===== src/xlat_params.svh =====
/*
 * xlat parameters
 * address widths, TLB geometry and Sv32 PTE metadata bit positions
 */

`ifndef XLAT_PARAMS_SVH
`define XLAT_PARAMS_SVH

// address split, 4 KiB pages
`define XLAT_VA_WIDTH       32
`define XLAT_PA_WIDTH       34
`define XLAT_OFFSET_WIDTH   12
`define XLAT_VPN_WIDTH      20
`define XLAT_PPN_WIDTH      22

// tlb geometry, 8 or 16 entries also work
`define XLAT_TLB_ENTRIES    4
`define XLAT_TLB_IDX_WIDTH  $clog2(`XLAT_TLB_ENTRIES)

// page metadata, same layout as the low byte of an Sv32 PTE
`define XLAT_META_WIDTH     8
`define XLAT_META_V         0
`define XLAT_META_R         1
`define XLAT_META_W         2
`define XLAT_META_X         3
`define XLAT_META_U         4
// bit 5 is the global flag, not used here
`define XLAT_META_A         6
`define XLAT_META_D         7

`endif


===== src/xlat_pkg.sv =====
/*
 * xlat package
 * shared enum types for the Sv32 address-translation check stage:
 * privilege levels, memory commands, control FSM states and the
 * page fault cause reported with each response
 */

`default_nettype none

package xlat_pkg;

    // privilege encoding as in the RISC-V mstatus/mpp fields
    typedef enum logic [1:0] {
        priv_user       = 2'd0,
        priv_supervisor = 2'd1,
        priv_machine    = 2'd3
    } priv_e;

    // command carried with each request
    typedef enum logic [2:0] {
        cmd_none,
        cmd_load,
        cmd_load_reserve,
        cmd_store,
        cmd_store_cond,
        cmd_execute
    } cmd_e;

    // control FSM states
    typedef enum logic [1:0] {
        st_idle,
        st_lookup,
        st_resp
    } ctrl_state_e;

    // page fault cause, ordered as the checker evaluates the rules
    typedef enum logic [3:0] {
        cause_none,
        cause_invalid,
        cause_sup_user,
        cause_user_page,
        cause_access,
        cause_dirty,
        cause_unwritable,
        cause_load_unreadable,
        cause_exec
    } fault_cause_e;

endpackage

`default_nettype wire


===== src/xlat_ctrl.sv =====
/*
 * xlat control
 * accepts one request at a time, drives the TLB lookup and merges
 * bypass, hit and permission results into the registered response;
 * done follows an accepted request by two cycles
 */

`default_nettype none
`timescale 1ns/10ps

`include "xlat_params.svh"

module xlat_ctrl (
    input  wire                             clk,
    input  wire                             arst_n,
    // request strobe
    input  wire                             req,
    input  xlat_pkg::cmd_e                  req_cmd,
    input  wire [`XLAT_VA_WIDTH-1:0]        req_vaddr,
    // checker and TLB results
    input  wire                             translate,
    input  wire                             hit,
    input  wire [`XLAT_PPN_WIDTH-1:0]       hit_ppn,
    input  wire                             pagefault,
    input  xlat_pkg::fault_cause_e          cause,
    // status and latched request
    output logic                            busy,
    output logic                            done,
    output xlat_pkg::cmd_e                  cmd,
    output logic                            lookup,
    output logic [`XLAT_VPN_WIDTH-1:0]      lookup_vpn,
    // response, held until the next done
    output logic                            resp_miss,
    output logic                            resp_fault,
    output xlat_pkg::fault_cause_e          resp_cause,
    output logic [`XLAT_PA_WIDTH-1:0]       resp_paddr
);

    xlat_pkg::ctrl_state_e state;
    logic [`XLAT_VA_WIDTH-1:0] vaddr;
    logic accept;

    // new request only taken when idle, others are dropped
    assign accept     = (state == xlat_pkg::st_idle) && req;
    assign busy       = (state != xlat_pkg::st_idle);
    assign lookup_vpn = vaddr[`XLAT_VA_WIDTH-1:`XLAT_OFFSET_WIDTH];

    ////////////////////////////////////////////////
    // FSM
    ////////////////////////////////////////////////

    always_ff @(posedge clk or negedge arst_n) begin
        if (!arst_n) begin
            state      <= xlat_pkg::st_idle;
            lookup     <= 1'b0;
            done       <= 1'b0;
            resp_miss  <= 1'b0;
            resp_fault <= 1'b0;
            resp_cause <= xlat_pkg::cause_none;
            resp_paddr <= '0;
        end else begin
            // strobes default low
            lookup <= 1'b0;
            done   <= 1'b0;
            case (state)
                xlat_pkg::st_idle: begin
                    if (accept) begin
                        state  <= xlat_pkg::st_lookup;
                        lookup <= 1'b1;
                    end
                end
                // tlb registers its result on this edge
                xlat_pkg::st_lookup: begin
                    state <= xlat_pkg::st_resp;
                end
                xlat_pkg::st_resp: begin
                    state <= xlat_pkg::st_idle;
                    done  <= 1'b1;
                    if (!translate) begin
                        // bypass, physical = zero-extended virtual
                        resp_miss  <= 1'b0;
                        resp_fault <= 1'b0;
                        resp_cause <= xlat_pkg::cause_none;
                        resp_paddr <= {{(`XLAT_PA_WIDTH - `XLAT_VA_WIDTH){1'b0}}, vaddr};
                    end else if (!hit) begin
                        // no entry, left to software refill
                        resp_miss  <= 1'b1;
                        resp_fault <= 1'b0;
                        resp_cause <= xlat_pkg::cause_none;
                        resp_paddr <= '0;
                    end else begin
                        resp_miss  <= 1'b0;
                        resp_fault <= pagefault;
                        resp_cause <= cause;
                        resp_paddr <= {hit_ppn, vaddr[`XLAT_OFFSET_WIDTH-1:0]};
                    end
                end
                default: begin
                    state <= xlat_pkg::st_idle;
                end
            endcase
        end
    end

    // request latch, feeds the lookup and the checker
    always_ff @(posedge clk) begin
        if (accept) begin
            cmd   <= req_cmd;
            vaddr <= req_vaddr;
        end
    end

endmodule

`default_nettype wire


===== src/xlat_pagefault.sv =====
/*
 * xlat page fault checker
 * resolves the effective privilege from the machine CSR fields,
 * decides whether the access is translated at all, and checks the
 * page metadata of a TLB hit against the command; purely combinational
 */

`default_nettype none
`timescale 1ns/10ps

`include "xlat_params.svh"

module xlat_pagefault (
    input  xlat_pkg::cmd_e                  cmd,
    input  wire [`XLAT_META_WIDTH-1:0]      meta,
    // CSR levels, stable while a request is in flight
    input  wire                             satp_mode,
    input  xlat_pkg::priv_e                 cur_priv,
    input  wire                             mprv,
    input  xlat_pkg::priv_e                 mpp,
    input  wire                             mxr,
    input  wire                             sum,
    // check result
    output logic                            translate,
    output logic                            pagefault,
    output xlat_pkg::fault_cause_e          cause
);

    // metadata flags
    logic m_v;
    logic m_r;
    logic m_w;
    logic m_x;
    logic m_u;
    logic m_a;
    logic m_d;

    xlat_pkg::priv_e eff_priv;

    assign m_v = meta[`XLAT_META_V];
    assign m_r = meta[`XLAT_META_R];
    assign m_w = meta[`XLAT_META_W];
    assign m_x = meta[`XLAT_META_X];
    assign m_u = meta[`XLAT_META_U];
    assign m_a = meta[`XLAT_META_A];
    assign m_d = meta[`XLAT_META_D];

    ////////////////////////////////////////////////
    // privilege and bypass
    ////////////////////////////////////////////////

    // mprv makes machine-mode data accesses use mpp
    assign eff_priv = (cur_priv == xlat_pkg::priv_machine && mprv) ? mpp : cur_priv;

    // machine mode or bare satp means physical access
    assign translate = (eff_priv != xlat_pkg::priv_machine) && satp_mode;

    ////////////////////////////////////////////////
    // permission rules
    ////////////////////////////////////////////////

    // later rules overwrite cause, so the last one that applies is reported
    always_comb begin
        pagefault = 1'b0;
        cause     = xlat_pkg::cause_none;
        if (translate) begin
            // pte must be valid and either readable or executable
            if (!m_v || (!m_r && !m_x)) begin
                pagefault = 1'b1;
                cause     = xlat_pkg::cause_invalid;
            end
            // supervisor touching a user page without sum
            if (eff_priv == xlat_pkg::priv_supervisor) begin
                if (m_u && !sum) begin
                    pagefault = 1'b1;
                    cause     = xlat_pkg::cause_sup_user;
                end
            end else if (eff_priv == xlat_pkg::priv_user) begin
                // user touching a supervisor page
                if (!m_u) begin
                    pagefault = 1'b1;
                    cause     = xlat_pkg::cause_user_page;
                end
            end
            // accessed flag first, then the command specific checks
            if (!m_a) begin
                pagefault = 1'b1;
                cause     = xlat_pkg::cause_access;
            end else if (cmd == xlat_pkg::cmd_store || cmd == xlat_pkg::cmd_store_cond) begin
                if (!m_d) begin
                    pagefault = 1'b1;
                    cause     = xlat_pkg::cause_dirty;
                end else if (!m_w) begin
                    pagefault = 1'b1;
                    cause     = xlat_pkg::cause_unwritable;
                end
            end else if (cmd == xlat_pkg::cmd_load || cmd == xlat_pkg::cmd_load_reserve) begin
                // mxr lets loads read execute-only pages
                if (!m_r && !(mxr && m_x)) begin
                    pagefault = 1'b1;
                    cause     = xlat_pkg::cause_load_unreadable;
                end
            end else if (cmd == xlat_pkg::cmd_execute) begin
                if (!m_x) begin
                    pagefault = 1'b1;
                    cause     = xlat_pkg::cause_exec;
                end
            end
        end
    end

endmodule

`default_nettype wire


===== src/xlat_tlb.sv =====
/*
 * xlat TLB
 * small fully associative TLB holding VPN, PPN and page metadata;
 * software fills entries through the write port and clears all
 * valid flags with flush; a lookup compares every valid entry in
 * parallel and registers the lowest matching entry one cycle later
 */

`default_nettype none
`timescale 1ns/10ps

`include "xlat_params.svh"

module xlat_tlb (
    input  wire                             clk,
    input  wire                             arst_n,
    // software maintenance port
    input  wire                             flush,
    input  wire                             wr,
    input  wire [`XLAT_TLB_IDX_WIDTH-1:0]   wr_idx,
    input  wire [`XLAT_VPN_WIDTH-1:0]       wr_vpn,
    input  wire [`XLAT_PPN_WIDTH-1:0]       wr_ppn,
    input  wire [`XLAT_META_WIDTH-1:0]      wr_meta,
    // lookup request from the control FSM
    input  wire                             lookup,
    input  wire [`XLAT_VPN_WIDTH-1:0]       lookup_vpn,
    // registered lookup result
    output logic                            hit,
    output logic [`XLAT_PPN_WIDTH-1:0]      hit_ppn,
    output logic [`XLAT_META_WIDTH-1:0]     hit_meta
);

    ////////////////////////////////////////////////
    // entry storage
    ////////////////////////////////////////////////

    logic [`XLAT_TLB_ENTRIES-1:0]   valid;
    logic [`XLAT_VPN_WIDTH-1:0]     vpn_tab  [`XLAT_TLB_ENTRIES];
    logic [`XLAT_PPN_WIDTH-1:0]     ppn_tab  [`XLAT_TLB_ENTRIES];
    logic [`XLAT_META_WIDTH-1:0]    meta_tab [`XLAT_TLB_ENTRIES];

    // per-entry compare and the selected entry
    logic [`XLAT_TLB_ENTRIES-1:0]   match;
    logic                           match_any;
    logic [`XLAT_PPN_WIDTH-1:0]     sel_ppn;
    logic [`XLAT_META_WIDTH-1:0]    sel_meta;

    // valid flags
    // flush is applied before the write so a write in the same cycle survives
    always_ff @(posedge clk or negedge arst_n) begin
        if (!arst_n) begin
            valid <= '0;
        end else begin
            if (flush) begin
                valid <= '0;
            end
            if (wr) begin
                valid[wr_idx] <= 1'b1;
            end
        end
    end

    // entry contents
    always_ff @(posedge clk) begin
        if (wr) begin
            vpn_tab[wr_idx]  <= wr_vpn;
            ppn_tab[wr_idx]  <= wr_ppn;
            meta_tab[wr_idx] <= wr_meta;
        end
    end

    ////////////////////////////////////////////////
    // parallel compare
    ////////////////////////////////////////////////

    always_comb begin
        for (int i = 0; i < `XLAT_TLB_ENTRIES; i++) begin
            match[i] = valid[i] && (vpn_tab[i] == lookup_vpn);
        end
    end

    // walk from the top so the lowest matching index wins
    always_comb begin
        match_any = 1'b0;
        sel_ppn   = '0;
        sel_meta  = '0;
        for (int i = `XLAT_TLB_ENTRIES - 1; i >= 0; i--) begin
            if (match[i]) begin
                match_any = 1'b1;
                sel_ppn   = ppn_tab[i];
                sel_meta  = meta_tab[i];
            end
        end
    end

    ////////////////////////////////////////////////
    // registered result
    ////////////////////////////////////////////////

    // hit holds until the next lookup
    always_ff @(posedge clk or negedge arst_n) begin
        if (!arst_n) begin
            hit <= 1'b0;
        end else if (lookup) begin
            hit <= match_any;
        end
    end

    // translation payload, captured with hit
    always_ff @(posedge clk) begin
        if (lookup) begin
            hit_ppn  <= sel_ppn;
            hit_meta <= sel_meta;
        end
    end

endmodule

`default_nettype wire


===== src/xlat_top.sv =====
/*
 * xlat top
 * Sv32 translation check stage: control FSM, TLB and page fault
 * checker wired together; a request returns a physical address,
 * a miss, or a page fault with its cause
 */

`default_nettype none
`timescale 1ns/10ps

`include "xlat_params.svh"

module xlat_top (
    input  wire                             clk,
    input  wire                             arst_n,
    // request
    input  wire                             req,
    input  xlat_pkg::cmd_e                  req_cmd,
    input  wire [`XLAT_VA_WIDTH-1:0]        req_vaddr,
    // CSR levels
    input  wire                             satp_mode,
    input  xlat_pkg::priv_e                 cur_priv,
    input  wire                             mprv,
    input  xlat_pkg::priv_e                 mpp,
    input  wire                             mxr,
    input  wire                             sum,
    // TLB maintenance, only while idle
    input  wire                             tlb_wr,
    input  wire [`XLAT_TLB_IDX_WIDTH-1:0]   tlb_wr_idx,
    input  wire [`XLAT_VPN_WIDTH-1:0]       tlb_wr_vpn,
    input  wire [`XLAT_PPN_WIDTH-1:0]       tlb_wr_ppn,
    input  wire [`XLAT_META_WIDTH-1:0]      tlb_wr_meta,
    input  wire                             tlb_flush,
    // status and response
    output wire                             busy,
    output wire                             done,
    output wire                             resp_miss,
    output wire                             resp_fault,
    output xlat_pkg::fault_cause_e          resp_cause,
    output wire [`XLAT_PA_WIDTH-1:0]        resp_paddr
);

    ////////////////////////////////////////////////
    // internal nets
    ////////////////////////////////////////////////

    xlat_pkg::cmd_e                 cmd;
    wire                            lookup;
    wire [`XLAT_VPN_WIDTH-1:0]      lookup_vpn;
    wire                            hit;
    wire [`XLAT_PPN_WIDTH-1:0]      hit_ppn;
    wire [`XLAT_META_WIDTH-1:0]     hit_meta;
    wire                            translate;
    wire                            pagefault;
    xlat_pkg::fault_cause_e         cause;

    // request sequencing and response merge
    xlat_ctrl xlat_ctrl_i (
        .clk        (clk),
        .arst_n     (arst_n),
        .req        (req),
        .req_cmd    (req_cmd),
        .req_vaddr  (req_vaddr),
        .translate  (translate),
        .hit        (hit),
        .hit_ppn    (hit_ppn),
        .pagefault  (pagefault),
        .cause      (cause),
        .busy       (busy),
        .done       (done),
        .cmd        (cmd),
        .lookup     (lookup),
        .lookup_vpn (lookup_vpn),
        .resp_miss  (resp_miss),
        .resp_fault (resp_fault),
        .resp_cause (resp_cause),
        .resp_paddr (resp_paddr)
    );

    // page table cache
    xlat_tlb xlat_tlb_i (
        .clk        (clk),
        .arst_n     (arst_n),
        .flush      (tlb_flush),
        .wr         (tlb_wr),
        .wr_idx     (tlb_wr_idx),
        .wr_vpn     (tlb_wr_vpn),
        .wr_ppn     (tlb_wr_ppn),
        .wr_meta    (tlb_wr_meta),
        .lookup     (lookup),
        .lookup_vpn (lookup_vpn),
        .hit        (hit),
        .hit_ppn    (hit_ppn),
        .hit_meta   (hit_meta)
    );

    // permission check on the registered hit metadata
    xlat_pagefault xlat_pagefault_i (
        .cmd        (cmd),
        .meta       (hit_meta),
        .satp_mode  (satp_mode),
        .cur_priv   (cur_priv),
        .mprv       (mprv),
        .mpp        (mpp),
        .mxr        (mxr),
        .sum        (sum),
        .translate  (translate),
        .pagefault  (pagefault),
        .cause      (cause)
    );

endmodule

`default_nettype wire

===== config.mk =====
export PLATFORM = sky130hd
export DESIGN_NAME = xlat_top
export DESIGN_NICKNAME = d
export VERILOG_FILES = /design/src/xlat_pkg.sv /design/src/xlat_ctrl.sv /design/src/xlat_pagefault.sv /design/src/xlat_tlb.sv /design/src/xlat_top.sv
export VERILOG_INCLUDE_DIRS = /design/src
export SDC_FILE = /design/constraint.sdc
export NUM_CORES = 1
export LEC_CHECK = 0
export CAP_MARGIN = 20
export CORE_MARGIN = 2
export CORE_UTILIZATION = 30
export DETAILED_ROUTE_END_ITERATION = 16
export DONT_BUFFER_PORTS = 1
export SYNTH_ARGS = -nofsm -noshare
export SYNTH_HDL_FRONTEND = slang
export SYNTH_SLANG_ARGS = --single-unit

===== constraint.sdc =====
create_clock -name clk -period 4.2 [get_ports clk]
set_clock_uncertainty 0.15 [all_clocks]
set_input_delay 0.21 -clock clk [delete_from_list [all_inputs] [get_ports clk]]
set_output_delay 0.21 -clock clk [all_outputs]
set_load 0.05 [all_outputs]

After elaboration in Yosys (flattened, before gate mapping)
Memories as Yosys holds them, arrays and structs flattened. Cells that the tools add are included.

Bits in read-only memories: 0. RAM bits: 200. Input port bits: 100. Flip-flop bits (word level): 114. Logic and storage cells: 115. Bits in latches: 0. Memories kept: 3.

Div/mod/pow operators: 0. Order comparisons: 2. Bitwise logic cells: 1. Multipliers: 0. Add/subtract/negate cells: 0. Shift-type cells: 0. Equality and inequality tests: 15. Mux-type cells: 58. Reductions and logical operators: 23.

Memory list: xlat_tlb_i.ppn_tab (depth 4, width 22, read ports 4, clocked after Yosys merged registers in 0, write ports 1, RTL line xlat_tlb.sv:39) `` logic [`XLAT_PPN_WIDTH-1:0] ppn_tab [`XLAT_TLB_ENTRIES]; ``; xlat_tlb_i.vpn_tab (depth 4, width 20, read ports 4, clocked after Yosys merged registers in 0, write ports 1, RTL line xlat_tlb.sv:38) `` logic [`XLAT_VPN_WIDTH-1:0] vpn_tab [`XLAT_TLB_ENTRIES]; ``; xlat_tlb_i.meta_tab (depth 4, width 8, read ports 4, clocked after Yosys merged registers in 0, write ports 1, RTL line xlat_tlb.sv:40) `` logic [`XLAT_META_WIDTH-1:0] meta_tab [`XLAT_TLB_ENTRIES]; ``.

Operators by type and width (count): two-way mux 22 bit (4); == test 20 bit (4); two-way mux 34 bit (2); two-way mux 4 bit (14); two-way mux 8 bit (4); two-way mux 1 bit (28); logical AND 1 bit (12); two-way mux 2 bit (4); == test 3 x 2 -> 1 bit, second input constant (2); == test 3 bit, second input constant (2); logical NOT 1 bit (5); == test 2 x 1 -> 1 bit, second input constant (2); == test 2 bit, second input constant (2); logical NOT 2 bit (2); OR 4 bit (1); case mux 2 bit (2 select lines) (1); == test 3 x 1 -> 1 bit, second input constant (1); logical OR 1 bit (3); less-than comparator 2 x 3 -> 1 bit, second input constant (1); demux 1 bit (select 2 bit) (1); >= comparator 2 x 1 -> 1 bit, second input constant (1); inequality test 2 x 1 -> 1 bit, second input constant (1); inequality test 2 bit, second input constant (1); nonzero test 2 bit (1).

Logic depth before layout (Yosys ltp)
Word-level depth: 14. Mapped depth: 9. Mapped depth without buffers: 6.

Modules after synthesis
Synthesis repeated with hierarchy kept, for this count alone.

Cell total of the unflattened synthesis: 792. Area, all modules: 12589.6 um2.

By module, submodules not included: xlat_tlb (area each 9345.2 um2, cells an instance 545, times used 1, seq. area each 7031.7 um2); xlat_ctrl (area each 2954.1 um2, cells an instance 204, times used 1, seq. area each 2152.1 um2); xlat_pagefault (area each 290.3 um2, cells an instance 43, times used 1, seq. area each 0.0 um2).

Worst setup path after synthesis
OpenSTA, ideal clock, no wires.

Kind: input to register. Start: input port tlb_wr_idx[0]. End: memory xlat_tlb_i.meta_tab[2][0] in the netlist's numbering, enable pin. Path slack: 1.146 ns. Cell stages on the path: 2. Library setup time: 0.457 ns. Arrival: 2.446 ns. Cells stage by stage: nand2b_1 nor2_1.

RTL lines: start, declared (RTL line xlat_top.sv:29) `` input wire [`XLAT_TLB_IDX_WIDTH-1:0] tlb_wr_idx, ``; end, declared (RTL line xlat_tlb.sv:40).

No word-level cell before the write port.

Worst setup path in the final report
Start: register xlat_ctrl_i.vaddr[12]. End: register xlat_tlb_i.hit_meta[7] (data pin).

Longest elaborated chain between the ends: 6. Elaborated cells between the ends (all ways): 12.

RTL lines: start, declared (RTL line xlat_ctrl.sv:40) `` logic [`XLAT_VA_WIDTH-1:0] vaddr; ``; start signal, assigned (RTL line xlat_ctrl.sv:109) `vaddr <= req_vaddr;`; == test 20 bit (RTL line xlat_tlb.sv:78) `match[i] = valid[i] && (vpn_tab[i] == lookup_vpn);`; logical AND 1 bit (RTL line xlat_tlb.sv:78); two-way mux 8 bit (3 in a row) (RTL line xlat_tlb.sv:88) `if (match[i]) begin`; two-way mux 8 bit (*) (RTL line xlat_tlb.sv:88); via xlat_tlb_i.sel_meta[7] (RTL line xlat_tlb.sv:46) `` logic [`XLAT_META_WIDTH-1:0] sel_meta; ``; end signal, assigned (RTL line xlat_tlb.sv:113) `hit_meta <= sel_meta;`; end, declared (RTL line xlat_tlb.sv:30) `` output logic [`XLAT_META_WIDTH-1:0] hit_meta ``.

The timed path passes the listed nets; every way through them passes the cells marked *. A chain may end at the register's enable or synchronous reset.

==> results.yml <==
timing:
  relSlewSlack_pct: 33.3
  fin_tns_setup_ns: 0
  rsz0062_at_grt: "no"
  max_freq_mhz: 359
  finalCritPeriodShare_pct: 66.3
  fin_ws_ns: 1.42
  worst_slew_pin_slew_ns: 0.999
  drv_slew: 0
  hold_ws_ns: 0.0190
  hold_viol: 0
  min_period_ns: 2.78
  setup_viol: 0
critical_path:
  crit_fanout: 29
  cp_slowest_cell: "edfxtp_1"
  crit_type: "flip-flop to flip-flop"
  rr_worst_depth: 6
  reg2reg_slack_ns: 1.42
  r2r_end: "xlat_tlb_i.hit_meta[7]"
  end_kind: "flip-flop"
  crit_family: "simple AND/OR/NAND/NOR gates"
  reg2reg_from: "xlat_ctrl_i.vaddr[12]"
  critPathMaxStageDelay_ns: 0.57
  cp_data_required_time_ns: 4.37
  crit_arrival_ns: 2.96
  critical_path_buf_inv_count: 1
  startpoint_type: "flip-flop"
  crit_path_cell_trace: "xor2_1 -> nor4_1 -> and4_1 -> buf_4 -> nand2_1 -> a22oi_1"
grt:
  gr-usage-all-layers_pct: 14.1
  grt_max_degree: 51
  grt_first_pass_wirelength_um: 43700
  grt_pass1_vias: 6952
  grt_overflow_total: 0
  antenna_found_initial: 8
detailed_routing:
  vias_per_cell: 4.76
  top_layer: "met5"
  wl_met1_um: 12600
  vias: 6948
  met2WireLength_um: 14200
  wirelength_um: 30200
  wl_per_cell_um: 20.6
  post-route-drc-count: 0
  dr_wl_met3_um: 2700
  drt_iter0_markers: 571
  first_pass_iters: 5
  ant_nets: 0
clock_network:
  cts_tree: "yes"
  clockRootBuffer: "clkbuf_16"
  clock_latency_ns: 0.53
  clk_pin_slew_ns: 0.06
  clock_sinks: 309
  ctsResizeCount: 0
  clockBufferDepth: 3
  cts_buffers: 34
  postCtsSetupBuffers: 0
  cts_max_level: 2
place:
  gp_congestion: 0.772
  place_inst: 1303
  port_buffers: 0
  hpwlAfterDp_um: 19300
  preCtsSetupSlack_ns: 1.43
power_and_ir_drop:
  ir_drop_mv: 0.229
  p_per_area_mw_per_mm2: 536
  p_leak_nw: 5.26
layout:
  fill_cells: 3689
  areaGrowthSynthToFinish_pct: 21.3
  final_util_pct: 36.9
  final_cells: 1461
  final_common_cell: "edfxtp_1"
  drive_gt1_share_pct: 8.81
  final_cell_mix: "260 x edfxtp_1, 91 x dlygate4sd3_1, 62 x nand2_1"
  final_nets: 1006
synth:
  synth_top_area_share_pct: 64.2
  yosysSeqAreaShare_pct: 74.3
  ys_types: 44
  syn_nets: 917
  syn_area_per_cell_um2: 14.9
  ys_seq_elements: 309
  synthesis.area_mm2: 0.0122
  syn_inst: 817
  synth.area.top_cells: "edfxtp_1 64%, dfrtp_1 10%, xnor2_1 3.8%"
  yosysTopAreaCell: "edfxtp_1"
  ys_warn_count: 0
worst_hold_path:
  worstHoldStart: "tlb_wr_idx[1]"
  hp-class: "input pin to flip-flop"
  whs_path_depth: 2
  min_to: "xlat_tlb_i.ppn_tab[2][20]"
die:
  die_y_um: 205
  rows: 73
  dieArea_mm2: 0.0422
  io_pins: 142
  initial_core_util_pct: 30.5
  design.core.area_mm2: 0.0399
  die_w_um: 205
job:
  max_cap_violations: 0
outcome:
  status: "completed"
-- power breakdown --
group / switching [mW] / internal, mW / total [mW]
clock: 1.21 / 1.73 / 2.94
sequential: 0.794 / 3.64 / 4.43
combinational: 0.296 / 0.235 / 0.532
-- metal layers --
| layer | track usage (%) | up-vias |
|---|---|---|
| met1 | 17.5 | 3441 |
| met3 | 4.80 | 51 |
| met2 | 23.5 | 248 |
| li1 | - | 3202 |
| met5 | 0 | - |
| met4 | 4.14 | 6 |
-- sequential cells by signal (all words and copies together), names as in the netlist, 2 cells and up --
signal	count
xlat_tlb_i.vpn_tab	80
xlat_tlb_i.valid	4
xlat_ctrl_i.vaddr	32
xlat_tlb_i.hit_meta	7
xlat_ctrl_i.cmd	3
xlat_tlb_i.hit_ppn	22
xlat_ctrl_i.resp_cause	4
xlat_ctrl_i.state	2
xlat_tlb_i.ppn_tab	88
xlat_tlb_i.meta_tab	28
xlat_ctrl_i.resp_paddr	34
-- Yosys cell counts, drive strengths merged --
cell type and count:
a2111o 1, a2111oi 1, a21o 4, a21oi 7
a22o 14, a22oi 28, a311oi 1, a31oi 21
a41oi 1, and3 2, and3b 1, and4 1
buf 32, clkbuf 22, dfrtp 49, edfxtp 260
inv 36, mux2i 28, nand2 62, nand2b 4
nand3 25, nand4 12, nor2 36, nor2b 1
nor3 30, nor3b 1, nor4 9, nor4bb 1
o211ai 1, o21a 2, o21ai 37, o22ai 1
o311ai 1, o31ai 3, or2 1, xnor2 53
xor2 28
-- how the worst max path moves through the flow --
stage          cells after the start                   from  slack, ns                   endpoint
3_5_place_dp                       6  xlat_ctrl_i.vaddr[20]       1.43     xlat_tlb_i.hit_meta[7]
4_1_cts                            7  xlat_ctrl_i.vaddr[31]       1.41     xlat_tlb_i.hit_meta[7]
5_1_grt                            6  xlat_ctrl_i.vaddr[12]       1.23     xlat_tlb_i.hit_meta[7]
3_3_place_gp                       7  xlat_ctrl_i.vaddr[12]       1.43     xlat_tlb_i.hit_meta[7]
2_1_floorplan                      2          tlb_wr_idx[0]       1.15  xlat_tlb_i.meta_tab[2][0]
6_report                           6  xlat_ctrl_i.vaddr[12]       1.42     xlat_tlb_i.hit_meta[7]
-- stage by stage --
stage               instance area [um2]  total power [mW]
finish                            14700              7.90
global route                      14700              8.19
CTS                               14700              7.98
detailed placement                12700              4.93
global placement                  12700              4.90
floorplan                         12200              4.70
-- area by class of cell --
class                   instances  area (um2)  share of cell area (%)
diodes                          5        12.5                  0.0849
clock buffers                  47         992                    6.73
clock inverters                14         119                   0.806
inverters                      36         135                   0.916
multi-input cells             418        2750                    18.6
flip-flops and latches        309        9030                    61.3
well taps                     525         657                    4.45
repair buffers                107        1050                    7.13
-- repair_timing --
item,in CTS,in global routing
hold buffers,92,0
endpoints found under the setup margin,0,0
endpoints found under the hold margin,313,0
-- logic make-up after synthesis --
group | count (synthesis) | synth area share [%]
buffers and inverters | 90 | 3.59
AND/OR/NAND/NOR | 186 | 7.22
AO/OA/AOI/OAI | 123 | 6.75
flip-flops | 309 | 74.3
XOR/XNOR | 81 | 5.83
multiplexers | 28 | 2.31
Note: power is estimated with default switching activity, not from simulation.
